[config.mk]
export PLATFORM = sky130hd
export DESIGN_NAME = baud_timer
export DESIGN_NICKNAME = d
export VERILOG_FILES = /design/src/baud_timer.sv
export SDC_FILE = /design/constraint.sdc
export NUM_CORES = 1
export LEC_CHECK = 0
export ABC_AREA = 1
export BUFFER_PORTS_ARGS = -buffer_cell sky130_fd_sc_hd__buf_4
export CORE_AREA = 3 3 40 42
export DETAILED_ROUTE_END_ITERATION = 8
export DIE_AREA = 0 0 43 45
export HOLD_SLACK_MARGIN = 0.1
export SYNTH_ARGS = -nofsm -noshare
export SYNTH_HDL_FRONTEND = slang
export SYNTH_SLANG_ARGS = --single-unit
[constraint.sdc]
create_clock -name clk -period 2 [get_ports clk]
set_input_delay 0.2 -clock clk [delete_from_list [all_inputs] [get_ports clk]]
set_output_delay 0.2 -clock clk [all_outputs]
set_load 0.02 [all_outputs]
[src/baud_timer.sv]
`timescale 1ns/1ns
`default_nettype none

module baud_timer #(
  parameter int CLKS_PER_BIT = 8
) (
  input  logic clk,
  input  logic arst_n,
  input  logic baud_en,
  output logic baud_tick
);

  localparam int CNT_W = $clog2(CLKS_PER_BIT);

  logic [CNT_W-1:0] cnt;

  assign baud_tick = baud_en && (cnt == CNT_W'(CLKS_PER_BIT - 1));

  always_ff @(posedge clk or negedge arst_n) begin
    if (!arst_n) begin
      cnt <= '0;
    end else if (!baud_en || baud_tick) begin
      cnt <= '0;  // idle or wrap
    end else begin
      cnt <= cnt + 1'b1;
    end
  end

endmodule

`default_nettype wire

### Word-level counts from Yosys, hierarchy flattened

Index checks and enable logic that the tools add are counted.

* register bits: 3
* output and inout bits: 1
* logic and storage cells: 7

* mux-type cells: 1
* add/subtract/negate cells: 1
* reductions and logical operators: 3
* equal/unequal tests: 1

Operators by type and width (count)
* adder 3 x 1 -> 3 bit (second input constant): 1
* == test 3 bit (second input constant): 1
* two-way mux 3 bit: 1
* logical AND 1 bit: 1
* logical NOT 1 bit: 1
* logical OR 1 bit: 1

### Depth between registers and ports, before layout

* depth in word-level cells: 4
* depth in mapped cells: 5
* gate-level depth less buffers: 5

### Worst setup path after synthesis

Ideal clock, no wire load.

* path type: flip-flop to output port
* start: reg cnt[0]
* end: out baud_tick
* setup slack: 0.932 ns
* cell stages (with the launch flop): 5
* data required time: 1.800 ns
* buffers on the path: 0
* arrival: 0.868 ns
* cell sequence: dfrtp_1 ha_1 ha_1 nand2_1 inv_1

* cells in the longest elaborated chain, start to end: 2

RTL lines
* from (decl): RTL line 15 `logic [CNT_W-1:0] cnt;`
* from (signal assigned): RTL line 25 `cnt <= cnt + 1'b1;`
* == test 3 bit: RTL line 17 `assign baud_tick = baud_en && (cnt == CNT_W'(CLKS_PER_BIT - 1));`
* logical AND 1 bit: RTL line 17
* to (decl): RTL line 10 `output logic baud_tick`

Every way passes these cells.

### Final worst setup path

Ends and elaborated chain as after synthesis.

==> impl_metrics.csv <==
group,metric,value,unit
route,vias_per_cell,3.16,
critical_path,cp_cell_sequence,"ha_1 -> ha_1 -> nand2_1 -> inv_1 -> buf_4",
synth,synthXorXnorAreaFrac,0,%
timing,fmax,700,MHz
route,routedWlPerCell,6.70,um
critical_path,critPathSlowestCell,"dfrtp_1",
timing,setup_viol,0,
layout,design_area,214,sq um
clock_tree,clk_latency,230,ps
global_route,grt_pass1_vias,119,
clock_tree,clock_path_buffers,2,
clock_tree,cts.clk_slew.worst_paths,40,ps
layout,antennaDiodeCount,0,
synth,syn-num-nets,19,
critical_path,timing.rr.end,"cnt[1]$_DFF_PN0_",
global_route,antenna_found_initial,0,
critical_path,crit_path_frequent_cell,"ha_1",
layout,multiInputGateArea,46.3,sq um
critical_path,path_class,"reg -> out",
placement,io_buffers,3,
synth,syn-cell-area,136,sq um
synth,synth_top_family_by_area,"adder cells",
timing,hold_viol_final,0,
layout,largest_reg_flops,3,
layout,drive_gt1_share,31.8,%
layout,area_growth,56.9,%
timing,relSlewSlack,94.4,%
timing,period_needed,1430,ps
placement,place_congestion,0.533,
synth,synth_cell_types,6,
status,status,"complete, no violations",
synth,synth.area.mux_share,0,%
clock_tree,cts-buffers-inserted,3,
critical_path,reg2reg_from,"cnt[0]$_DFF_PN0_",
route,num_vias,117,
critical_path,crit_buf_inv,2,
die,start_util,10.6,%
worst_hold_path,hp-class,"in -> reg",
synth,syn_inst,14,
power,leakage,0.000120,uW
global_route,grt_use_met2,4.79,%
timing,clock_skew,1.55,ps
die,num_rows,13,
timing,maxSlewViolCount,0,
synth,ys_warn_count,0,
die,core-area,0.00128,sq mm
clock_tree,post_cts_buffers,0,
timing,tightest_slew,83.4,ps
die,fp.dieW,43,um
clock_tree,cts.sinks,3,
global_route,grt_pass1_wl,414,um
route,dr.pass1.iters,2,
timing,tns,0,ps
worst_hold_path,min_from,"baud_en",
synth,ys_ff_latch,3,
power,power_density,891,mW/mm^2
critical_path,crit_arrival,1230,ps
synth,ys_seq_area_share,55.0,%
route,drc,0,
layout,reg.largest.list,"cnt: 3 flops",
route,routed_wl,248,um
layout,final_core_util,16.7,%
synth,yosys.area_share.simple,15.6,%
placement,hpwl,169,um
synth,synth_compound_area_share,0,%
power,ir_drop,0.000163,V
placement,placed_cells,32,
flow_run,maxCapViolCount,0,
global_route,use_met1,2.18,%
critical_path,crit_path_start_kind,"flip-flop",
worst_hold_path,worst_hold_path.endpoint,"cnt[2]$_DFF_PN0_",
critical_path,crit_fanout,2,
die,dieArea,0.00194,sq mm
worst_hold_path,hold_path_depth,3,
synth,avgSynthCellArea,9.74,sq um
global_route,met3_usage,4.78,%
global_route,gr-total-overflow,0,
die,die_y,45,um
critical_path,reg2reg_setup_slack,950,ps
global_route,top_usage_layer,"met4",
layout,seqCellArea,75.1,sq um
layout,nNetsFinal,28,
layout,regMostFlops,"cnt",
clock_tree,htree_num_levels,1,
timing,period_share,71.5,%
critical_path,r2r_cells,5,
synth,synth_adder_area_share,18.3,%
route,drtIter0Drc,1,
global_route,grtUsageTotal,4.09,%
timing,rsz0062_at_grt,"false",
critical_path,worst_setup_path_end_kind,"output port",
layout,fillCellCount,151,
layout,layout.cells.non_filler,37,
die,io_pins,4,
route,ant_nets,0,
critical_path,critPathMaxStageDelay,370,ps
clock_tree,tritoncts,"built",
critical_path,crit_family,"adder cells",
clock_tree,cts-root-buf,"clkbuf_4",
global_route,grt_start_max_net_pins,4,
placement,place_area,178,sq um
critical_path,cp.required,1800,ps
## per-stage QoR
stage / power (uW) / setup WS, ps / hold WS [ps]
global placement: 82.3 / 832 / -8.10
detailed placement: 83.2 / 810 / -8.81
CTS: 197 / 555 / 238
global route: 207 / 498 / 233
finish: 191 / 571 / 237
floorplan: 76.4 / 932 / -95.6
## kinds of logic after synthesis
group | Yosys count
flops | 3
simple gates | 5
fa+ha+maj | 2
buf+inv | 4
## tightest hold or removal path, stage by stage
cell,delay (ps)
buf_4,90
nand2_2,60
nor2_1,80
## cell type report
| class | instances | share of cell area (%) |
|---|---|---|
| Inverter | 4 | 7.02 |
| Clock buffer | 4 | 12.3 |
| Timing Repair Buffer | 4 | 15.2 |
| Sequential cell | 3 | 35.1 |
| Multi-Input combinational cell | 7 | 21.6 |
| Tap cell | 15 | 8.77 |
## timing repair
item / CTS / global route
hold buffers: 1 / 0
endpoints found under the setup margin: 0 / 0
resized for setup: 0 / 0
hold endpoints to repair: 3 / 0
## cell usage after synthesis
cell type | n | area [sq um]
ha_1 | 2 | 25.0
dfrtp_1 | 3 | 75.1
inv_1 | 4 | 15.0
nand2_2 | 1 | 6.26
nor2_1 | 3 | 11.3
nand2_1 | 1 | 3.75
## worst max path at each step
stage | from | endpoint | slack [ps] | cells past startpoint
3_3_place_gp | cnt[0]$_DFF_PN0_ | baud_tick | 830 | 5
3_5_place_dp | cnt[0]$_DFF_PN0_ | baud_tick | 810 | 5
4_1_cts | cnt[0]$_DFF_PN0_ | baud_tick | 550 | 5
6_report | cnt[0]$_DFF_PN0_ | baud_tick | 570 | 5
5_1_grt | cnt[0]$_DFF_PN0_ | baud_tick | 500 | 5
2_1_floorplan | cnt[0]$_DFF_PN0_ | baud_tick | 930 | 4
## power breakdown
group | internal [uW] | switching, uW | total [uW]
combinational | 8.31 | 7.72 | 16.0
clock | 74.8 | 32.0 | 107
sequential | 66.0 | 1.82 | 67.8
## routing by layer
| layer | vias to the layer above | wire length (um) |
|---|---|---|
| met5 | - | 0 |
| met2 | 7 | 105 |
| met4 | 0 | 22 |
| met3 | 3 | 44 |
| met1 | 49 | 76 |
| li1 | 58 | - |
## layout by cell type (no fill, tap or decap)
cell and instances:
clkbuf_1 1, nor2_1 3, dlygate4sd3_1 1, buf_4 3, nand2_1 1, inv_1 4, dfrtp_1 3, ha_1 2
nand2_2 1, clkbuf_4 3
Note: power is estimated with default switching activity, not from simulation.
