**src/lsu_pkg.sv**
```systemverilog
`default_nettype none

package lsu_pkg;

  // data and address words
  typedef logic [31:0] word_t;

  typedef logic [3:0] strb_t;  // one bit per byte lane

  typedef logic [2:0] funct3_t;

  typedef logic [1:0] lane_t;  // byte offset inside a word

  // func3 codes shared by loads and stores
  localparam funct3_t F3_B  = 3'b000;
  localparam funct3_t F3_H  = 3'b001;
  localparam funct3_t F3_W  = 3'b010;
  localparam funct3_t F3_BU = 3'b100;
  localparam funct3_t F3_HU = 3'b101;

  localparam int IO_SEL_BIT = 31;  // high half of the map is the uart

endpackage

`default_nettype wire

```
**src/uart_pkg.sv**
```systemverilog
`default_nettype none

package uart_pkg;

  typedef logic [7:0] byte_t;  // serial payload

  typedef logic [2:0] bit_idx_t;  // data bit counter

  // 8N1 frame sequence
  typedef enum logic [1:0] {
    IDLE,
    START,
    DATA,
    STOP
  } tx_state_t;

endpackage

`default_nettype wire

```
**src/mem_unit.sv**
```systemverilog
`timescale 1ns/1ns
`default_nettype none

module mem_unit #(
  parameter int MEM_ADDR_W = 8
) (
  input  logic                    clk,
  input  logic                    arst_n,
  input  logic                    read_en,
  input  logic                    write_en,
  input  lsu_pkg::funct3_t        func3,
  input  lsu_pkg::word_t          address,
  input  lsu_pkg::word_t          wdata,
  input  lsu_pkg::word_t          ram_rdata,
  input  logic                    uart_busy,
  output lsu_pkg::word_t          rdata,
  output logic                    rdata_valid,
  output logic [MEM_ADDR_W-1:0]   mem_addr,
  output lsu_pkg::word_t          mem_wdata,
  output lsu_pkg::strb_t          mem_mask,
  output logic                    mem_cs_n,
  output logic                    mem_read_n,
  output logic                    tx_load,
  output uart_pkg::byte_t         tx_byte
);

  import lsu_pkg::*;
  import uart_pkg::*;

  logic    is_io;
  lane_t   lane;
  funct3_t rd_func3_q;
  lane_t   rd_lane_q;
  logic    rd_ram_q;
  byte_t   ld_byte;
  logic [15:0] ld_half;

  assign is_io    = address[IO_SEL_BIT];
  assign lane     = address[1:0];
  assign mem_addr = address[MEM_ADDR_W+1:2];  // word address
  assign tx_byte  = wdata[8*lane +: 8];

  // request decode
  always_comb begin
    mem_cs_n   = 1'b1;
    mem_read_n = 1'b1;
    mem_mask   = '0;
    mem_wdata  = '0;
    tx_load    = 1'b0;
    if (read_en) begin
      mem_read_n = 1'b0;
      mem_mask   = 4'b1111;
      if (!is_io) begin
        mem_cs_n = 1'b0;
      end
    end else if (write_en) begin
      if (!is_io) begin
        mem_cs_n = 1'b0;
        case (func3)
          F3_B:    mem_mask = strb_t'(4'b0001 << lane);
          F3_H:    mem_mask = address[1] ? 4'b1100 : 4'b0011;
          F3_W:    mem_mask = 4'b1111;
          default: mem_mask = '0;  // nothing written
        endcase
        for (int i = 0; i < 4; i++) begin
          mem_wdata[8*i +: 8] = mem_mask[i] ? wdata[8*i +: 8] : 8'h00;
        end
      end else if (func3 == F3_B && !uart_busy) begin
        tx_load = 1'b1;  // dropped while busy
      end
    end
  end

  // load info for the cycle the ram answers
  always_ff @(posedge clk or negedge arst_n) begin
    if (!arst_n) begin
      rdata_valid <= 1'b0;
      rd_func3_q  <= F3_W;
      rd_lane_q   <= '0;
      rd_ram_q    <= 1'b0;
    end else begin
      rdata_valid <= read_en;
      if (read_en) begin
        rd_func3_q <= func3;
        rd_lane_q  <= lane;
        rd_ram_q   <= !is_io;
      end
    end
  end

  assign ld_byte = ram_rdata[8*rd_lane_q +: 8];
  assign ld_half = rd_lane_q[1] ? ram_rdata[31:16] : ram_rdata[15:0];

  // lane select and extension
  always_comb begin
    rdata = '0;
    if (rd_ram_q) begin
      case (rd_func3_q)
        F3_B:    rdata = {{24{ld_byte[7]}}, ld_byte};
        F3_BU:   rdata = {24'h0, ld_byte};
        F3_H:    rdata = {{16{ld_half[15]}}, ld_half};
        F3_HU:   rdata = {16'h0, ld_half};
        F3_W:    rdata = ram_rdata;
        default: rdata = '0;
      endcase
    end
  end

endmodule

`default_nettype wire

```
**config.mk**
```make
export PLATFORM = sky130hd
export DESIGN_NAME = mem_unit
export DESIGN_NICKNAME = d
export VERILOG_FILES = /design/src/lsu_pkg.sv /design/src/uart_pkg.sv /design/src/mem_unit.sv
export SDC_FILE = /design/constraint.sdc
export NUM_CORES = 1
export LEC_CHECK = 0
export ABC_CLOCK_PERIOD_IN_PS = 2800
export BUFFER_PORTS_ARGS = -buffer_cell sky130_fd_sc_hd__buf_2
export CAP_MARGIN = 20
export CORE_MARGIN = 4
export CORE_UTILIZATION = 35
export DETAILED_ROUTE_END_ITERATION = 7
export PLACE_DENSITY_LB_ADDON = 0.3
export SLEW_MARGIN = 20
export SYNTH_ARGS = -nofsm -noshare
export SYNTH_HDL_FRONTEND = slang
export SYNTH_SLANG_ARGS = --single-unit
export TNS_END_PERCENT = 10
```
**constraint.sdc**
```tcl
create_clock -name clk -period 2.8 [get_ports clk]
set_clock_uncertainty 0.2 [all_clocks]
set_input_delay 0.56 -clock clk [delete_from_list [all_inputs] [get_ports clk]]
set_output_delay 0.56 -clock clk [all_outputs]
set_load 0.005 [all_outputs]
```
# Word-level counts from Yosys, hierarchy flattened
# Index checks and enable logic that the tools add are counted.
[word_totals] input_bits=104 register_bits=7
[classes] shift=3 n_mux=26 reduce_logical=5 n_eq_ne=6
[op_table] op="32-bit one-hot mux with 5 select lines" n=1
[op_table] op="32-bit two-way mux" n=4
[op_table] op="32-bit by 6-bit indexed part select with 8-bit output" n=2
[op_table] op="8-bit two-way mux" n=4
[op_table] op="4-bit two-way mux" n=7
[op_table] op="16-bit two-way mux" n=1
[op_table] op="4-bit one-hot mux with 3 select lines" n=1
[op_table] op="1-bit two-way mux" n=8
[op_table] op="3-bit by 1-bit equality test with 1-bit output, second input constant" n=2
[op_table] op="3-bit by 2-bit equality test with 1-bit output, second input constant" n=2
[op_table] op="3-bit equality test, second input constant" n=2
[op_table] op="3-bit logical NOT" n=2
[op_table] op="1-bit by 2-bit << shifter with 4-bit output, first input constant" n=1
[op_table] op="1-bit logical NOT" n=2
[op_table] op="1-bit logical AND" n=1

# Logic depth before layout (Yosys ltp)
# Gate-level depths: netlist (run 1).
[depth] depth_word=9 ltp_mapped=5 ltp_nobuf=3

# Worst setup path before layout (run 1)
# Ideal clock, no wire load.
[synth_timing] path_type="in2out" startpoint="in ram_rdata[7]" endpoint="out rdata[20]" n_path_buf=1 arrival_ns=1.772 path_slack_ns=0.268 path_stages=4 path_cell_list="mux2_4 a222oi_1 buf_6 a21oi_1"
[synth_between] elab_chain_cells=3
[synth_lines] item="start, declared" line="mem_unit.sv:14" text="input lsu_pkg::word_t ram_rdata,"
[synth_lines] item="32-bit by 6-bit indexed part select with 8-bit output" line="mem_unit.sv:91" text="assign ld_byte = ram_rdata[8*rd_lane_q +: 8];"
[synth_lines] item="32-bit one-hot mux with 5 select lines" line="mem_unit.sv:98" text="case (rd_func3_q)"
[synth_lines] item="32-bit two-way mux" line="mem_unit.sv:97" text="if (rd_ram_q) begin"
[synth_lines] item="end, declared" line="mem_unit.sv:16" text="output lsu_pkg::word_t rdata,"
# No other way between the ends.

# Final worst setup path (run 1)
[layout_timing] startpoint="in address[31]" endpoint="out mem_wdata[4]"
[layout_between] elab_chain_cells=3
[layout_lines] item="start, declared" line="mem_unit.sv:12" text="input lsu_pkg::word_t address,"
[layout_lines] item="32-bit two-way mux" line="mem_unit.sv:57" text="if (!is_io) begin"
[layout_lines] item="32-bit two-way mux" line="mem_unit.sv:56" text="end else if (write_en) begin"
[layout_lines] item="32-bit two-way mux" line="mem_unit.sv:50" text="if (read_en) begin"
[layout_lines] item="end, declared" line="mem_unit.sv:19" text="output lsu_pkg::word_t mem_wdata,"
# No other way between the ends.

==> results_dict.tcl, run 1 <==
set metrics [dict create \
    status "finished, final reports clean" \
    grt_max_degree 26 \
    critical_path_class "in -> out" \
    syn_nets 329 \
    synthTopCellsByArea "mux4_2 12%, a21oi_1 10%, dfrtp_1 8.9%" \
    numClockSinks 7 \
    layout_min_cycle_time_ns 2.681 \
    synthTopCellsByCount "34 x a21oi_1, 29 x nand2_1, 19 x inv_1, 17 x nor4_1, 16 x and2_1" \
    end_kind "output pin" \
    cts_tree "built" \
    avgSynthCellArea_um2 7.463 \
    hold_ws_ns 0.3327 \
    yosys.area.top_type_share 0.1207 \
    initial_utilization 0.3728 \
    antenna_found_initial 0 \
    drc_errors 0 \
    worstHoldPathType "reg -> reg" \
    cp_max_fo 16 \
    ctsHtreeMaxLevel 1 \
    cts_setup_buffers 0 \
    worst_pin_slew_ns 0.7644 \
    hold_depth 2 \
    routed_wl_um 6527 \
    reg2reg_depth 2 \
    grtUsageTotal 0.2081 \
    drv_cap 0 \
    clockBufferDepth 2 \
    fin_nets 474 \
    synth_cell_type_count 36 \
    rsz0062_at_grt "false" \
    final_util 0.5600 \
    rrSetupSlack_ns 1.63 \
    path_clk_slew_ns 0.04 \
    yosys_warnings 0 \
    report.final.slew_viol_count 0 \
    pin_count 192 \
    clk_latency_ns 0.22 \
    ys_seq_area_frac 0.1051 \
    critPathRequiredTime_ns 2.04 \
    worstPathArrival_ns 1.92 \
    rr_startpoint "rd_lane_q[1]" \
    layout-drive-gt1-share 0.5230 \
    setup_tns_ns 0 \
    place_congestion 0.7719 \
    yosysMostFrequentCell "a21oi_1" \
    min_to "rd_ram_q" \
    viasPerCell 5.323 \
    postRouteAntennaNets 0 \
    setup_violations 0 \
    overflow 0 \
    num_vias 2241 \
    root_buffer "clkbuf_8" \
    grt_pass1_wl_um 10500 \
    dp_slack_ns 0.1352 \
    hold_violations 0 \
    synth_top_area_cell "mux4_2" \
    die_area_um2 5970 \
    setup_ws_ns 0.1188 \
    n_antenna_cell 0 \
    row_count 24 \
    synth_cells 225 \
    cp-start-kind "input port" \
    portBuffers 154 \
    power.density_nw_per_um2 258.4 \
    netlist_area_um2 1679 \
    cts_buffers 3 \
    ys.flop_type "dfrtp_1" \
    synthToLayoutAreaGrowth_pct 50.22 \
    drt_iter0_markers 124 \
    drt_pass1_iterations 4 \
    synth_edf_count 0 \
    wl_per_cell_um 15.50 \
    reg2reg_to "rd_lane_q[1]" \
    irDropWorstVdd_mv 0.2951 \
    grt_pass1_vias 2110 \
    dieHeight_um 77.27 \
    hpwl_um 5401 \
    total_power_uw 651.9 \
    ys_seq_elements 7 \
    clock.fmax_mhz 373.0 \
    min_from "rd_ram_q" \
    chipWidth_um 77.27 \
    period_share 0.9576 \
    async_flop_share 1.000 \
    fp.coreArea_um2 4504 \
    relSlewSlack 0.4904 \
    leakage_nw 1.364 \
]
-- area by class of cell --
cell class | instances | area (um2)
inverters | 19 | 71.32
flip-flops and latches | 7 | 176.4
repair buffers | 166 | 867.1
clock buffers | 3 | 41.29
well taps | 52 | 65.06
fillers | 451 | 1982
multi-input cells | 173 | 1296
clock inverters | 1 | 5.005
-- metrics by stage --
stage | instance area (um2) | std cells
after global placement | 2462 | 416
after CTS | 2519 | 421
after detailed placement | 2462 | 416
after global routing | 2522 | 421
final | 2522 | 421
after floorplan | 1679 | 225
-- worst max path at each step --
stage	from	endpoint	slack [ns]	cells after the start
after global routing	rd_lane_q[1]	rdata[8]	0.005	5
after floorplan	ram_rdata[7]	rdata[20]	0.27	4
after global placement	address[31]	mem_wdata[4]	0.17	5
after detailed placement	address[31]	mem_wdata[4]	0.14	5
final	address[31]	mem_wdata[4]	0.12	5
after CTS	rd_func3_q[1]	rdata[15]	0.14	5
-- where the power goes --
| group | internal (mW) | switching [mW] |
|---|---|---|
| clock network | 0.0963 | 0.0434 |
| logic | 0.190 | 0.191 |
| registers | 0.112 | 0.0188 |
-- per-layer routing --
metal	routed length, um	track usage	up-vias
li1	-	-	1117
met1	2788	0.2676	1025
met2	3220	0.3549	89
met4	72	0.03559	0
met5	0	0	-
met3	446	0.05152	10
-- placed cells by master, fill, tap and decap left out, types with 2 or more instances in the layout --
master and n:
a211o_1 2, a2bb2oi_1 7, nor3_1 2, mux2_2 8
nand2_1 29, o31ai_1 2, nor4_1 17, o21ai_0 3
o32a_1 7, nor2b_1 2, mux4_2 9, buf_4 10
dfrtp_1 6, o21bai_1 2, a21oi_1 34, nand2b_1 3
and2_1 16, mux2i_1 14, a22oi_1 3, buf_2 154
a2111oi_2 2, clkbuf_8 3, inv_1 19
-- critical path, stage by stage --
cell,delay [ns]
buf_2,0.12
nand2b_1,0.23
or3_1,0.58
nor4_1,0.27
buf_2,0.17
-- registers in the layout (all words and copies together) (netlist names) --
register / flops
rd_func3_q: 3
rdata_valid: 1
rd_lane_q: 2
rd_ram_q: 1
-- logic make-up (layout without fill, tap and decap cells) --
logic type | after synthesis | after routing | share of synthesized area
AO/OA/AOI/OAI | 64 | 64 | 0.2586
buffers and inverters | 45 | 189 | 0.1259
flip-flops | 7 | 7 | 0.1051
multiplexers | 32 | 32 | 0.2668
AND/OR/NAND/NOR | 77 | 77 | 0.2437
-- timing repair --
action                     4_1_cts  5_1_grt
resized for setup                0        1
hold buffers                     1        0
setup endpoints to repair        0        1
hold endpoints to repair         6        0
No activity file was read; power rests on OpenSTA's default activity.
==> inputs of run 2 (changes only) <==
--- a/config.mk
+++ b/config.mk
@@ -8,7 +8,7 @@
 export ABC_CLOCK_PERIOD_IN_PS = 2800
-export BUFFER_PORTS_ARGS = -buffer_cell sky130_fd_sc_hd__buf_2
 export CAP_MARGIN = 20
-export CORE_MARGIN = 4
-export CORE_UTILIZATION = 35
+export CORE_AREA = 4 4 72 74
 export DETAILED_ROUTE_END_ITERATION = 7
+export DIE_AREA = 0 0 76 78
+export DONT_BUFFER_PORTS = 1
 export PLACE_DENSITY_LB_ADDON = 0.3
--- a/constraint.sdc
+++ b/constraint.sdc
@@ -4,2 +4,2 @@
 set_output_delay 0.56 -clock clk [all_outputs]
-set_load 0.005 [all_outputs]
+set_load 0.05 [all_outputs]
==> run 2 against run 1 <==
Against the previous run: critical path depth up 1; clock-buffer cell count up 1; clock power up 3%; power up 27%; core utilization up 7.2 points; largest cell class unchanged; largest power group unchanged.
==> results_dict.tcl, run 2 (synthesis results as in run 1) <==
set metrics [dict create \
    status "finished, final reports clean" \
    final_cell_mix "50 x buf_4, 33 x buf_12, 32 x a21oi_1, 29 x nand2_1, 19 x inv_1" \
    power.density_nw_per_um2 285.7 \
    largest_reg_flops 3 \
    numClockSinks 7 \
    worstPathArrival_ns 1.94 \
    cts_tree "built" \
    num_vias 2046 \
    irDropWorstVdd_mv 0.1534 \
    drc_errors 0 \
    chipWidth_um 76 \
    max_stage_delay_ns 0.70 \
    grtUsageTotal 0.2243 \
    row_count 25 \
    layout_min_cycle_time_ns 2.705 \
    end_kind "output pin" \
    fp.coreArea_um2 4598 \
    root_buffer "clkbuf_8" \
    rsz0062_at_grt "true" \
    overflow 0 \
    top_register "rd_func3_q" \
    clk_latency_ns 0.23 \
    grt_max_degree 33 \
    cp_top_family "flip-flops" \
    drt_iter0_markers 140 \
    portBuffers 0 \
    leakage_nw 1.148 \
    grt_pass1_wl_um 11090 \
    cp_max_fo 17 \
    drt_pass1_iterations 4 \
    postRouteAntennaNets 0 \
    drv_cap 0 \
    critPathRequiredTime_ns 2.04 \
    routed_wl_um 6997 \
    total_power_uw 829.6 \
    place_congestion 0.7601 \
    die_area_um2 5928 \
    critical_path_class "reg -> out" \
    synthToLayoutAreaGrowth_pct 72.95 \
    layout-drive-gt1-share 0.4634 \
    dieHeight_um 78 \
    hold_violations 0 \
    fin_nets 392 \
    relSlewSlack 0.3236 \
    grt_pass1_vias 2152 \
    slowest_stage "dfstp_4" \
    initial_utilization 0.3652 \
    clockBufferDepth 2 \
    wl_per_cell_um 20.52 \
    clock.fmax_mhz 369.7 \
    n_antenna_cell 0 \
    worstHoldPathType "in -> reg" \
    mostFrequentLayoutCell "buf_4" \
    cp_common_cell "buf_4" \
    cts_buffers 3 \
    viasPerCell 6.000 \
    cp-start-kind "flop" \
    setup_tns_ns 0 \
    report.final.slew_viol_count 0 \
    setup_violations 0 \
    antenna_found_initial 0 \
    pin_count 192 \
    period_share 0.9660 \
    worstPathCellList "nor3_1, a222oi_1, buf_4, buf_4, a21oi_1, buf_12" \
    ctsHtreeMaxLevel 1 \
    path_clk_slew_ns 0.04 \
    worst_pin_slew_ns 1.015 \
    layout_top_registers "rd_func3_q: 3 flops, rd_lane_q: 2 flops" \
    critPathBufInv 3 \
    hpwl_um 5718 \
]
==> run 2: metal layers <==
layer,track usage,vias to the layer above,part of all wire
met5,0,-,0
met4,0.06584,0,0.012
met3,0.06148,8,0.096
met2,0.4170,117,0.54
met1,0.2449,972,0.35
li1,-,949,-
==> run 2: timing repair <==
action                                 4_1_cts  5_1_grt
endpoints found under the hold margin        7        0
buffers inserted                             0        1
setup endpoints to repair                    0       17
hold buffers                                 1        0
resized for setup                            0        2
==> run 2: worst register-to-register path, stage by stage (launching register included) <==
cell and delay, ns:
dfrtp_1 0.39, buf_4 0.22, mux2_2 0.29
==> run 2: metrics by stage <==
stage / instances / hold WS [ns] / worst slack [ns] / utilization / area, um2
6_report: 341 / 0.1609 / 0.09529 / 0.6316 / 2904
5_1_grt: 341 / 0.1445 / -0.003160 / 0.6316 / 2904
4_1_cts: 340 / 0.1517 / 0.02546 / 0.6272 / 2884
3_5_place_dp: 335 / 0.06461 / 0.06062 / 0.6152 / 2829
3_3_place_gp: 335 / 0.06462 / 0.1357 / 0.6152 / 2829
2_1_floorplan: 225 / 0.06441 / -0.4166 / - / 1893
==> run 2: final timing paths <==
kind                                     from       endpoint  slack [ns]  depth (start not counted)
max in group asynchronous              arst_n  rd_func3_q[1]        1.65                          1
min in group asynchronous              arst_n       rd_ram_q        0.46                          1
worst min-delay path                  read_en    rdata_valid        0.16                          0
worst min register to register       rd_ram_q       rd_ram_q        0.34                          2
worst max register to register   rd_lane_q[1]   rd_lane_q[1]        1.58                          2
worst max-delay path            rd_func3_q[1]      rdata[19]         0.1                          6
==> run 2: cell type report <==
cell class | count | area [um2]
Fill cell | 363 | 1694
Timing Repair Buffer | 84 | 1046
Sequential cell | 7 | 180.2
Multi-Input combinational cell | 173 | 1494
Tap cell | 54 | 67.56
Clock buffer | 4 | 45.04
Inverter | 19 | 71.32
==> run 2: where the power goes <==
part           internal (mW)  switching, mW
Sequential             0.113         0.0214
Combinational          0.204          0.347
Clock                 0.0986         0.0450
