File: src/uart_pkg.sv
`default_nettype none

package uart_pkg;

  typedef logic [7:0] byte_t;  // serial payload

  typedef logic [2:0] bit_idx_t;  // data bit counter

  // 8N1 frame sequence
  typedef enum logic [1:0] {
    IDLE,
    START,
    DATA,
    STOP
  } tx_state_t;

endpackage

`default_nettype wire

File: src/uart_tx_fsm.sv
`timescale 1ns/1ns
`default_nettype none

module uart_tx_fsm (
  input  logic            clk,
  input  logic            arst_n,
  input  logic            tx_load,
  input  uart_pkg::byte_t tx_byte,
  input  logic            baud_tick,
  output logic            baud_en,
  output logic            uart_tx,
  output logic            uart_busy
);

  import uart_pkg::*;

  tx_state_t state;
  byte_t     shift_q;
  bit_idx_t  bit_cnt;

  assign uart_busy = (state != IDLE);
  assign baud_en   = (state != IDLE);  // timer runs for the whole frame

  always_ff @(posedge clk or negedge arst_n) begin
    if (!arst_n) begin
      state   <= IDLE;
      uart_tx <= 1'b1;
      bit_cnt <= '0;
    end else begin
      case (state)
        IDLE: begin
          if (tx_load) begin
            state   <= START;
            uart_tx <= 1'b0;  // start bit
          end
        end
        START: begin
          if (baud_tick) begin
            state   <= DATA;
            uart_tx <= shift_q[0];
          end
        end
        DATA: begin
          if (baud_tick) begin
            bit_cnt <= bit_cnt + 3'd1;  // wraps to 0 after bit 7
            if (bit_cnt == 3'd7) begin
              state   <= STOP;
              uart_tx <= 1'b1;
            end else begin
              uart_tx <= shift_q[0];
            end
          end
        end
        default: begin
          if (baud_tick) begin
            state <= IDLE;
          end
        end
      endcase
    end
  end

  // lsb first
  always_ff @(posedge clk) begin
    if (state == IDLE && tx_load) begin
      shift_q <= tx_byte;
    end else if (baud_tick && (state == START || state == DATA)) begin
      shift_q <= shift_q >> 1;
    end
  end

endmodule

`default_nettype wire

File: config.mk
export PLATFORM = sky130hd
export DESIGN_NAME = uart_tx_fsm
export DESIGN_NICKNAME = d
export VERILOG_FILES = /design/src/uart_pkg.sv /design/src/uart_tx_fsm.sv
export SDC_FILE = /design/constraint.sdc
export NUM_CORES = 1
export LEC_CHECK = 0
export ABC_CLOCK_PERIOD_IN_PS = 1400
export BUFFER_PORTS_ARGS = -buffer_cell sky130_fd_sc_hd__buf_2
export CORE_MARGIN = 1.5
export CORE_UTILIZATION = 46
export DETAILED_ROUTE_END_ITERATION = 16
export MAX_ROUTING_LAYER = met4
export PLACE_DENSITY_LB_ADDON = 0.12
export SLEW_MARGIN = 20
export SYNTH_ARGS = -nofsm -noshare
export SYNTH_HDL_FRONTEND = slang
export SYNTH_SLANG_ARGS = --single-unit
File: constraint.sdc
create_clock -name clk -period 1.4 [get_ports clk]
set_input_delay 0.21 -clock clk [delete_from_list [all_inputs] [get_ports clk]]
set_output_delay 0.21 -clock clk [all_outputs]
set_load 0.05 [all_outputs]
**After elaboration in Yosys (flattened, before gate mapping)**

Cells that the tools add are included.

- $add $sub $neg: 1
- Equal/unequal tests: 7
- Muxes and demuxes: 13
- Reduce and logical (&&, ||, !) cells: 11

Operators with widths:

| operator | count |
|---|---|
| 8-bit 2-to-1 mux | 2 |
| 2-bit 2-to-1 mux | 5 |
| 2-bit inequality test (second input constant) | 4 |
| 2-bit case mux with 3 select lines | 1 |
| 2-bit nonzero test | 3 |
| 5-bit AND reduction | 1 |
| 1-bit 2-to-1 mux | 4 |
| 4-bit AND reduction | 1 |
| 3-bit by 1-bit adder with 3-bit output (second input constant) | 1 |
| 3-bit equality test (second input constant) | 1 |
| 1-bit case mux with 3 select lines | 1 |
| 3-bit nonzero test | 1 |
| 2-bit by 1-bit equality test with 1-bit output (second input constant) | 1 |
| 2-bit equality test (second input constant) | 1 |
| 1-bit logical AND | 2 |
| 2-bit zero test | 1 |
| 2-bit AND reduction | 1 |
| 1-bit logical OR | 1 |

- Register bits after elaboration: 14
- Input bits: 12
- Output and inout bits: 3
- Logic and storage cells: 36

**Logic depth before layout (Yosys ltp)**

Gate-level depths: netlist of the first run.

- Depth in word-level cells: 5
- Depth in mapped cells: 5
- Mapped depth without buffers: 5

**Worst setup path after synthesis of the first run**

No wires, ideal clock.

- Path kind: register to output
- From: register state[0]
- To: output uart_busy
- Arrival time: 1.293 ns
- Data required time: 1.190 ns
- Setup slack: -0.103 ns
- Stages on the path, launching flop included: 5
- Path buffers: 1
- Cell sequence: dfrtp_1 > inv_1 > ha_1 > inv_1 > buf_4

- Word-level cells in the longest chain between the ends: 1

RTL lines:

| what | line | text |
|---|---|---|
| start, declared | uart_tx_fsm.sv:17 | `tx_state_t state;` |
| start signal, assigned | uart_tx_fsm.sv:26 | `state <= IDLE;` |
| start signal, assigned | uart_tx_fsm.sv:33 | `state <= START;` |
| start signal, assigned | uart_tx_fsm.sv:39 | `state <= DATA;` |
| 2-bit nonzero test | - |  |
| end, declared | uart_tx_fsm.sv:12 | `output logic uart_busy` |

No other way between the ends.

**Worst setup path after layout of the first run**

- From: register state[0]
- To: output baud_en

- Word-level cells in the longest chain between the ends: 1

RTL lines:

| what | line | text |
|---|---|---|
| 2-bit nonzero test | uart_tx_fsm.sv:22 | `assign baud_en = (state != IDLE);` |
| end, declared | uart_tx_fsm.sv:10 | `output logic baud_en,` |

No other way between the ends.

==> impl_metrics.ini, run 1 <==
[outcome]
run_status = complete, but fails checks
failed_checks = negative setup slack

[yosys]
ys_seq_elements = 14
register_area_share_after_synthesis_pct = 53.1
synth_top_area_cell = edfxtp_1
synthMostInstantiatedCell = mux2_2
synth_edf_count = 8
yosysWarnings = 0
synth-main-ff-cell = edfxtp_1
asyncSetResetFlopFracSynth_pct = 42.9
synth_largest_type_area_fraction_pct = 32.5
ys_top_cells_by_count = 10 x mux2_2, 8 x edfxtp_1, 6 x ha_1
syn-mean-instance-area_um2 = 13.4
syn_nets = 73
synthesis.area_um2 = 738
synth_cell_types = 22
synth_top_cells_by_area = edfxtp_1 33%, dfrtp_1 17%, mux2_2 15%
syn-instance-count = 55

[grt]
track_usage_pct = 15.1
overflow = 0
largest_net_degree_at_the_start_of_global_routing = 10
grt_pass1_wl_um = 1950
grt_pass1_vias = 494
grt_antenna_before_repair = 0

[setup_path]
end_kind = output pin
cp_data_required_time_ps = 1190
r2r_slack_ps = -70
reg2reg_to = state[1]
crit_path_frequent_cell = buf_6
timing.critical_path.arrival_ps = 1280
worst-setup-path-type = reg2out
critical_path.max_stage_delay_ps = 400
cp-start-kind = register
worst-path-max-fanout = 5
slowest_stage = dfrtp_1
worstReg2RegStart = state[1]
timing.critical_path.cells = inv_2 -> ha_4 -> buf_6 -> clkinvlp_4 -> buf_6
r2r.worst_path.cells = 5

[power_and_ir_drop]
total_leakage_power_nw = 0.453
irDropWorstVdd_v = 0.00142
pwr_density_cell_nw_per_um2 = 2510

[timing]
layout_worst_path_cycle_share_pct = 106
report.final.setup_viol = 4
headroom_to_the_max_slew_limit_pct = 83.7
finalHoldViolCount = 0
worstMarginPinSlew_ps = 246
highest_attainable_clock_frequency_mhz = 673
fin_crit_ps = 1490
setup_ws_ps = -86.1
grt_setup_unrepaired = true
timing.clock.skew_ps = 5.24
drv_slew = 0

[placement]
dpl_cell_area_um2 = 917
dp.cells = 92
gp_routability_congestion = 0.814
dp_hpwl_um = 921
port_buffers = 14

[clock_network]
insertion_delay_ps = 280
tritoncts_num_sinks = 14
clkSlewWorstSetupHoldPaths_ps = 90
cts_inserted_buffers = 3
tritoncts_clock_tree = done
cts-root-to-sink-buffers = 2
htree_levels = 1
clock-root-buffer = clkbuf_4

[cells_and_area]
inserted_diodes = 0
post_route_cells_drive_above_1_share_pct = 63.9
fillers = 119
postLayoutCellArea_um2 = 1010
area.growth.synth_to_final_pct = 37.3
finish.cell_count_without_fillers = 99
design.final.nets = 102

[detailed_routing]
detail_route.vias_per_cell = 5.10
drcViolationCount = 0
drt_iter0_drc = 9
antenna_violating_nets_post_route = 0
wl_um = 1220
first_pass_iters = 4
detailroute.via_count = 505
routed_wire_length_per_instance_um = 12.3

[floorplanning]
io_pins = 15
design.core.area_um2 = 1510
initial_utilization_pct = 49.0
die-area_um2 = 1850
die_w_um = 43.1
die_y_um = 43.1
rows = 14

[min_path]
timing.hold.worst_path_depth = 2
hold_path_startpoint = tx_byte[4]
hold_path_end = shift_q[4]
min-delay-path-class = in2reg

[job]
cap_viol_max_count = 0
repair_timing:
| action | in CTS | in global routing |
|---|---|---|
| endpoints found under the setup margin | 18 | 22 |
| resized for setup | 10 | 1 |
| pin swaps | 0 | 0 |
| endpoints found under the hold margin | 6 | 0 |
| buffers inserted | 2 | 0 |
| hold buffers | 1 | 0 |
| cloned | 0 | 0 |
registers in the layout, indices dropped and copies added, names as in the netlist:
name,count
bit_cnt,3
shift_q,8
state,2
uart_tx,1
cells in the final DEF (no fill, tap or decap), types with 2 or more instances in the layout:
cell | synthesis | routed
buf_2 | 0 | 12
buf_4 | 1 | 8
buf_6 | 0 | 2
clkbuf_4 | 0 | 3
dfrtp_1 | 5 | 5
edfxtp_1 | 8 | 8
ha_2 | 0 | 4
inv_2 | 0 | 2
mux2_2 | 10 | 10
nand2_1 | 4 | 2
nand2_2 | 1 | 2
nand2b_1 | 2 | 2
o21ai_0 | 2 | 2
cells by family (layout without fill, tap and decap cells):
kind of cell	count (synthesis)	in the layout	share of synthesized area, %
mux	11	11	17.3
flops	14	14	53.1
compound gates	7	7	7.63
simple gates	11	11	7.63
xor+xnor	1	1	1.19
fa+ha+maj	6	6	10.2
buf+inv	5	33	3.05
worst max-delay path by stage:
stage / startpoint / endpoint / cells after the start
after CTS: state[0] / baud_en / 5
after floorplan: state[0] / state[1] / 5
after global placement: bit_cnt[1] / state[1] / 5
final: state[0] / baud_en / 5
after global routing: state[0] / baud_en / 5
after detailed placement: state[1] / state[1] / 5
per-stage QoR:
| stage | setup TNS (ps) | hold slack [ps] | total power, mW | util, % | setup WS [ps] |
|---|---|---|---|---|---|
| after global routing | -867 | 221 | 2.72 | 67.3 | -145 |
| after global placement | -179 | 39.5 | 2.09 | 60.9 | -35.8 |
| after CTS | -258 | 224 | 2.57 | 67.1 | -93.8 |
| after floorplan | 0 | -85.6 | 1.71 | - | 0.557 |
| final | -262 | 232 | 2.55 | 67.3 | -86.1 |
| after detailed placement | -394 | 41.6 | 2.11 | 60.9 | -78.5 |
routing by layer:
layer	GRT usage [%]	up-vias	share of wire, %
li1	-	256	-
met2	26.4	13	51
met4	7.27	0	0.66
met5	-	-	0
met1	15.5	234	43
met3	4.26	2	5.0
critical path, delay by kind of cell, from the launching register on:
family | cells | cell delay (ps)
buffers and inverters | 4 | 440
flip-flops | 1 | 400
adder cells (fa/ha/maj) | 1 | 160
area by class of cell:
cell class,count,area (um2),share of cell area (%)
clock buffer,4,36.3,3.58
tap,16,20.0,1.98
timing repair buffer,25,188,18.5
multi-input combinational,36,359,35.4
inverter,4,18.8,1.85
sequential,14,392,38.6
where the power goes:
part | internal, mW | switching (mW) | total (mW)
combinational | 0.797 | 0.674 | 1.47
clock | 0.158 | 0.130 | 0.288
sequential | 0.717 | 0.0722 | 0.789
total | 1.67 | 0.877 | 2.55
Power figures use the tool's default switching activity.
==> inputs of run 2 (changes only) <==
Settings changed: SETUP_SLACK_MARGIN set to 0.2.
==> run 2 against run 1 <==
- the flow still finishes with violations (negative setup slack)
- critical endpoint unchanged
- combinational power up 12%
- clock skew down 3.3 ps
- largest cell class is now multi-input gates
- worst setup slack worse by 20 ps
- via count up 3.4%
- highest routed layer is now met3
- non-clock buffer count unchanged
==> impl_metrics.ini, run 2 (same netlist as run 1, synthesis figures left out) <==
[outcome]
run_status = complete, but fails checks
failed_checks = negative setup slack

[cells_and_area]
mostFrequentLayoutCell = buf_2
final_core_utilization_pct = 70.4
post_route_cells_drive_above_1_share_pct = 63.9
fillers = 115
design.final.nets = 102
area.growth.synth_to_final_pct = 43.7
inserted_diodes = 0
top_register = shift_q
final-seq-area_um2 = 392
layout_common_cells = 11 x buf_2, 9 x buf_4, 8 x edfxtp_1, 7 x mux2_4, 5 x dfrtp_1
number_of_flip_flops_under_the_largest_register_name = 8
multi_input_comb_area_um2 = 415
layout_top_registers = shift_q (8), bit_cnt (3), state (2)

[timing]
setup_ws_ps = -106
finalHoldViolCount = 0
layout_worst_path_cycle_share_pct = 108
report.final.setup_viol = 21
highest_attainable_clock_frequency_mhz = 664
grt_setup_unrepaired = true
headroom_to_the_max_slew_limit_pct = 86.4
fin_worst_hold_slack_ps = 221
worstMarginPinSlew_ps = 202
fin_crit_ps = 1510
setup_tns_ps = -716
timing.clock.skew_ps = 1.90
drv_slew = 0

[placement]
port_buffers = 14
pre_cts_ws_ps = -72.0
gp_routability_congestion = 0.785
dp_hpwl_um = 947

[detailed_routing]
first_pass_iters = 4
drcViolationCount = 0
antenna_violating_nets_post_route = 0
routed_wire_length_per_instance_um = 14.4
detail_route.vias_per_cell = 5.27
detailroute.via_count = 522
drt_iter0_drc = 2
wl_um = 1420

[grt]
grt_pass1_wl_um = 2440
overflow = 0
grt_antenna_before_repair = 0
track_usage_pct = 19.6
largest_net_degree_at_the_start_of_global_routing = 9
grt_pass1_vias = 585

[clock_network]
htree_levels = 1
cts-root-to-sink-buffers = 2
cts_inserted_buffers = 3
tritoncts_num_sinks = 14
clock-root-buffer = clkbuf_4
tritoncts_clock_tree = done
insertion_delay_ps = 280
clkSlewWorstSetupHoldPaths_ps = 80

[setup_path]
slowest_stage = dfrtp_1
r2r.worst_path.cells = 5
worst-setup-path-type = reg2out
cp-start-kind = register
worst-path-max-fanout = 3
cp_data_required_time_ps = 1190
end_kind = output pin
timing.critical_path.cells = inv_2 -> ha_4 -> buf_6 -> clkinvlp_4 -> buf_8
critical_path.max_stage_delay_ps = 410
timing.critical_path.arrival_ps = 1300

[floorplanning]
die_y_um = 43.1
design.core.area_um2 = 1510
die-area_um2 = 1850
initial_utilization_pct = 49.0
io_pins = 15
die_w_um = 43.1
rows = 14

[job]
cap_viol_max_count = 0

[min_path]
min-delay-path-class = in2reg
timing.hold.worst_path_depth = 2

[power_and_ir_drop]
total_leakage_power_nw = 0.482
pwr_density_cell_nw_per_um2 = 2530
irDropWorstVdd_v = 0.00157
## run 2: area by class of cell
type / instances / area share [%]
Timing Repair Buffer: 25 / 17.8
Multi-Input combinational cell: 36 / 39.2
Tap cell: 16 / 1.89
Clock buffer: 3 / 2.12
Clock inverter: 1 / 0.354
Inverter: 4 / 1.77
Sequential cell: 14 / 36.9
## run 2: worst paths after layout
path,start,endpoint,slack [ps]
worst max-delay path,state[1],baud_en,-110
worst min-delay path,tx_byte[1],shift_q[1],220
worst max register to register,state[1],state[1],-100
worst min register to register,bit_cnt[1],bit_cnt[1],520
max in group asynchronous,arst_n,uart_tx,910
min in group asynchronous,arst_n,bit_cnt[0],270
## run 2: power by group
part	total [mW]	switching [mW]	internal, mW
clock network	0.236	0.133	0.104
registers	0.806	0.0884	0.718
logic	1.64	0.767	0.873
## run 2: per-layer routing
| layer | vias to the layer above | GRT usage, % | wire length, um |
|---|---|---|---|
| met5 | - | - | 0 |
| met4 | 0 | 6.67 | 0 |
| met3 | 0 | 9.36 | 86 |
| met2 | 17 | 31.5 | 732 |
| met1 | 252 | 21.2 | 604 |
| li1 | 253 | - | - |
## run 2: per-stage QoR
| stage | power [mW] | cell area [um2] | std cells |
|---|---|---|---|
| final | 2.68 | 1060 | 99 |
| after global routing | 2.86 | 1060 | 99 |
| after CTS | 2.65 | 1050 | 99 |
| after detailed placement | 2.12 | 925 | 91 |
| after global placement | 2.09 | 925 | 91 |
| after floorplan | 1.81 | 797 | 55 |
## run 2: timing repair
item | in CTS | in global routing
setup buffers | 3 | 0
endpoints found under the hold margin | 6 | 0
resized for setup | 16 | 2
setup endpoints to repair | 23 | 24
hold buffers | 1 | 0
pin swaps | 2 | 2
gates cloned | 0 | 0
## run 2: worst max-delay path, delay by kind of cell (launching register included)
family | cells | cell delay [ps]
adder cells (fa/ha/maj) | 1 | 140
buffers and inverters | 4 | 460
flip-flops | 1 | 410
==> inputs of run 3 (changes only) <==
Settings changed: BUFFER_PORTS_ARGS -buffer_cell sky130_fd_sc_hd__buf_2 to -buffer_cell sky130_fd_sc_hd__clkbuf_2.
==> run 3 against run 2 <==
- the run still ends with negative setup slack left
- utilization fell by 0.083 points
- total power fell by 1.5%
- register-to-register slack got worse by 30 ps
- sequential cell count did not move
- critical endpoint unchanged
- largest cell class unchanged
- largest power group unchanged
- highest routed layer is now met4
==> impl_metrics.ini, run 3 (same netlist as run 1, synthesis figures left out) <==
[setup_path]
r2r_slack_ps = -130
worst_path_dominant_cell_family = buffers and inverters
critical_path_buf_inv_count = 4
slowest_stage = dfrtp_1
worstSetupEndpoint = baud_en
worst-path-max-fanout = 3
timing.critical_path.arrival_ps = 1330
worst-setup-path-type = reg2out
worst-path-stages = 5
critical_path.startpoint = state[1]
end_kind = output pin
critical_path.max_stage_delay_ps = 420
cp_data_required_time_ps = 1190
r2r.worst_path.cells = 6
worstReg2RegStart = state[1]
cp-start-kind = register
timing.critical_path.cells = inv_2 -> ha_4 -> buf_4 -> clkinvlp_4 -> clkbuf_8
reg2reg_to = shift_q[3]

[detailed_routing]
detailroute.via_count = 527
routed_wire_length_per_instance_um = 14.3
drcViolationCount = 0
antenna_violating_nets_post_route = 0
detail_route.vias_per_cell = 5.27
wl_um = 1430
drt_iter0_drc = 6
first_pass_iters = 4

[placement]
dpl_cell_area_um2 = 925
gp_routability_congestion = 0.778
port_buffers = 14
dp_hpwl_um = 894

[timing]
drv_slew = 0
setup_ws_ps = -135
report.final.setup_viol = 22
highest_attainable_clock_frequency_mhz = 651
layout_worst_path_cycle_share_pct = 110
finalHoldViolCount = 0
fin_crit_ps = 1540
headroom_to_the_max_slew_limit_pct = 87.7
timing.clock.skew_ps = 4.93
worstMarginPinSlew_ps = 183
grt_setup_unrepaired = true

[grt]
largest_net_degree_at_the_start_of_global_routing = 9
grt_antenna_before_repair = 0
grt_pass1_vias = 550
grt_pass1_wl_um = 2370
overflow = 0
track_usage_pct = 18.9

[power_and_ir_drop]
power.share.switching_pct = 36.1
power_report.internal_total_mw = 1.69
clock_power_share_pct = 9.0
irDropWorstVdd_v = 0.00162
report.power.total_mw = 2.64
switchingPower_mw = 0.954
pwr_density_cell_nw_per_um2 = 2490
total_leakage_power_nw = 0.489
power.sequential.fraction_pct = 30.7
pwr-share-comb_pct = 60.3

[floorplanning]
die-area_um2 = 1850
die_w_um = 43.1
die_y_um = 43.1
rows = 14
initial_utilization_pct = 49.0
io_pins = 15
design.core.area_um2 = 1510

[cells_and_area]
number_of_flip_flops_under_the_largest_register_name = 8
postLayoutCellArea_um2 = 1060
design.final.nets = 103
mostFrequentLayoutCell = clkbuf_2
layout_common_cells = 11 x clkbuf_2, 9 x buf_4, 8 x mux2_4, 8 x edfxtp_1, 5 x dfrtp_1
layout_top_registers = shift_q (8), bit_cnt (3), state (2)
inserted_diodes = 0
multi_input_comb_area_um2 = 405
top_register = shift_q
post_route_cells_drive_above_1_share_pct = 61.9
fillers = 108
area.growth.synth_to_final_pct = 43.6
final-seq-area_um2 = 392

[clock_network]
tritoncts_clock_tree = done
tritoncts_num_sinks = 14
clkSlewWorstSetupHoldPaths_ps = 80
cts-root-to-sink-buffers = 2
cts_inserted_buffers = 3
clock-root-buffer = clkbuf_4
htree_levels = 1
insertion_delay_ps = 290

[min_path]
min-delay-path-class = in2reg
hold_path_startpoint = tx_byte[1]

[job]
cap_viol_max_count = 0

[outcome]
failed_checks = negative setup slack
run_status = complete, but fails checks
[run 3: cell types whose count changed in the layout (fill, tap and decap cells not counted), moves of 2 or more]
cell | previous run | this run
buf_2 | 11 | 0
clkbuf_2 | 0 | 11
buf_8 | 3 | 1
clkbuf_8 | 0 | 2
[run 3: what timing repair did]
action	in CTS	in global routing
endpoints found under the setup margin	24	24
hold buffers	1	0
pin swaps	2	0
endpoints found under the hold margin	6	0
setup buffers	3	1
resized for setup	10	6
[run 3: worst reg2reg max path, stage by stage, from the launching register on]
cell and delay, ps:
dfrtp_1 400, inv_2 70, ha_4 160, buf_4 130, buf_6 120, nand2_8 100, mux2_4 320
[run 3: power by group through the flow]
stage | Clock, mW | Combinational [mW] | Sequential (mW)
after global routing | 0.266 | 1.72 | 0.831
final | 0.238 | 1.59 | 0.812
after global placement | 0 | 1.27 | 0.817
after floorplan | 0 | 0.986 | 0.819
after CTS | 0.247 | 1.50 | 0.804
after detailed placement | 0 | 1.29 | 0.823
[run 3: final cells by class]
cell class | count | area share (%)
clock buffer | 3 | 2.13
clock inverter | 1 | 0.354
inverter | 4 | 1.77
multi-input combinational | 36 | 38.3
sequential | 14 | 37.0
tap | 16 | 1.89
timing repair buffer | 26 | 18.7
[run 3: worst min path at each step]
stage            endpoint  slack, ps  cells past startpoint
2_1_floorplan  bit_cnt[0]        -90                      0
3_3_place_gp   bit_cnt[1]         50                      1
3_5_place_dp   bit_cnt[1]         50                      1
4_1_cts        shift_q[1]        210                      2
5_1_grt        shift_q[1]        200                      2
6_report       shift_q[1]        220                      2
[run 3: layer usage]
| metal | up-vias | GRT usage [%] | wire length [um] |
|---|---|---|---|
| met3 | 4 | 6.38 | 57 |
| met1 | 254 | 21.2 | 634 |
| li1 | 257 | - | - |
| met4 | 0 | 9.09 | 38 |
| met2 | 12 | 30.3 | 705 |
| met5 | - | - | 0 |
[run 3: stage by stage]
| step | utilization [%] | hold WS, ps | worst slack [ps] | TNS (ps) | instances |
|---|---|---|---|---|---|
| 2_1_floorplan | - | -85.6 | 0.557 | 0 | 55 |
| 3_3_place_gp | 61.4 | 46.2 | -57.1 | -60.7 | 91 |
| 3_5_place_dp | 61.4 | 46.9 | -78.8 | -91.8 | 91 |
| 4_1_cts | 68.5 | 211 | -111 | -513 | 99 |
| 5_1_grt | 70.3 | 203 | -184 | -2660 | 100 |
| 6_report | 70.3 | 216 | -135 | -1690 | 100 |
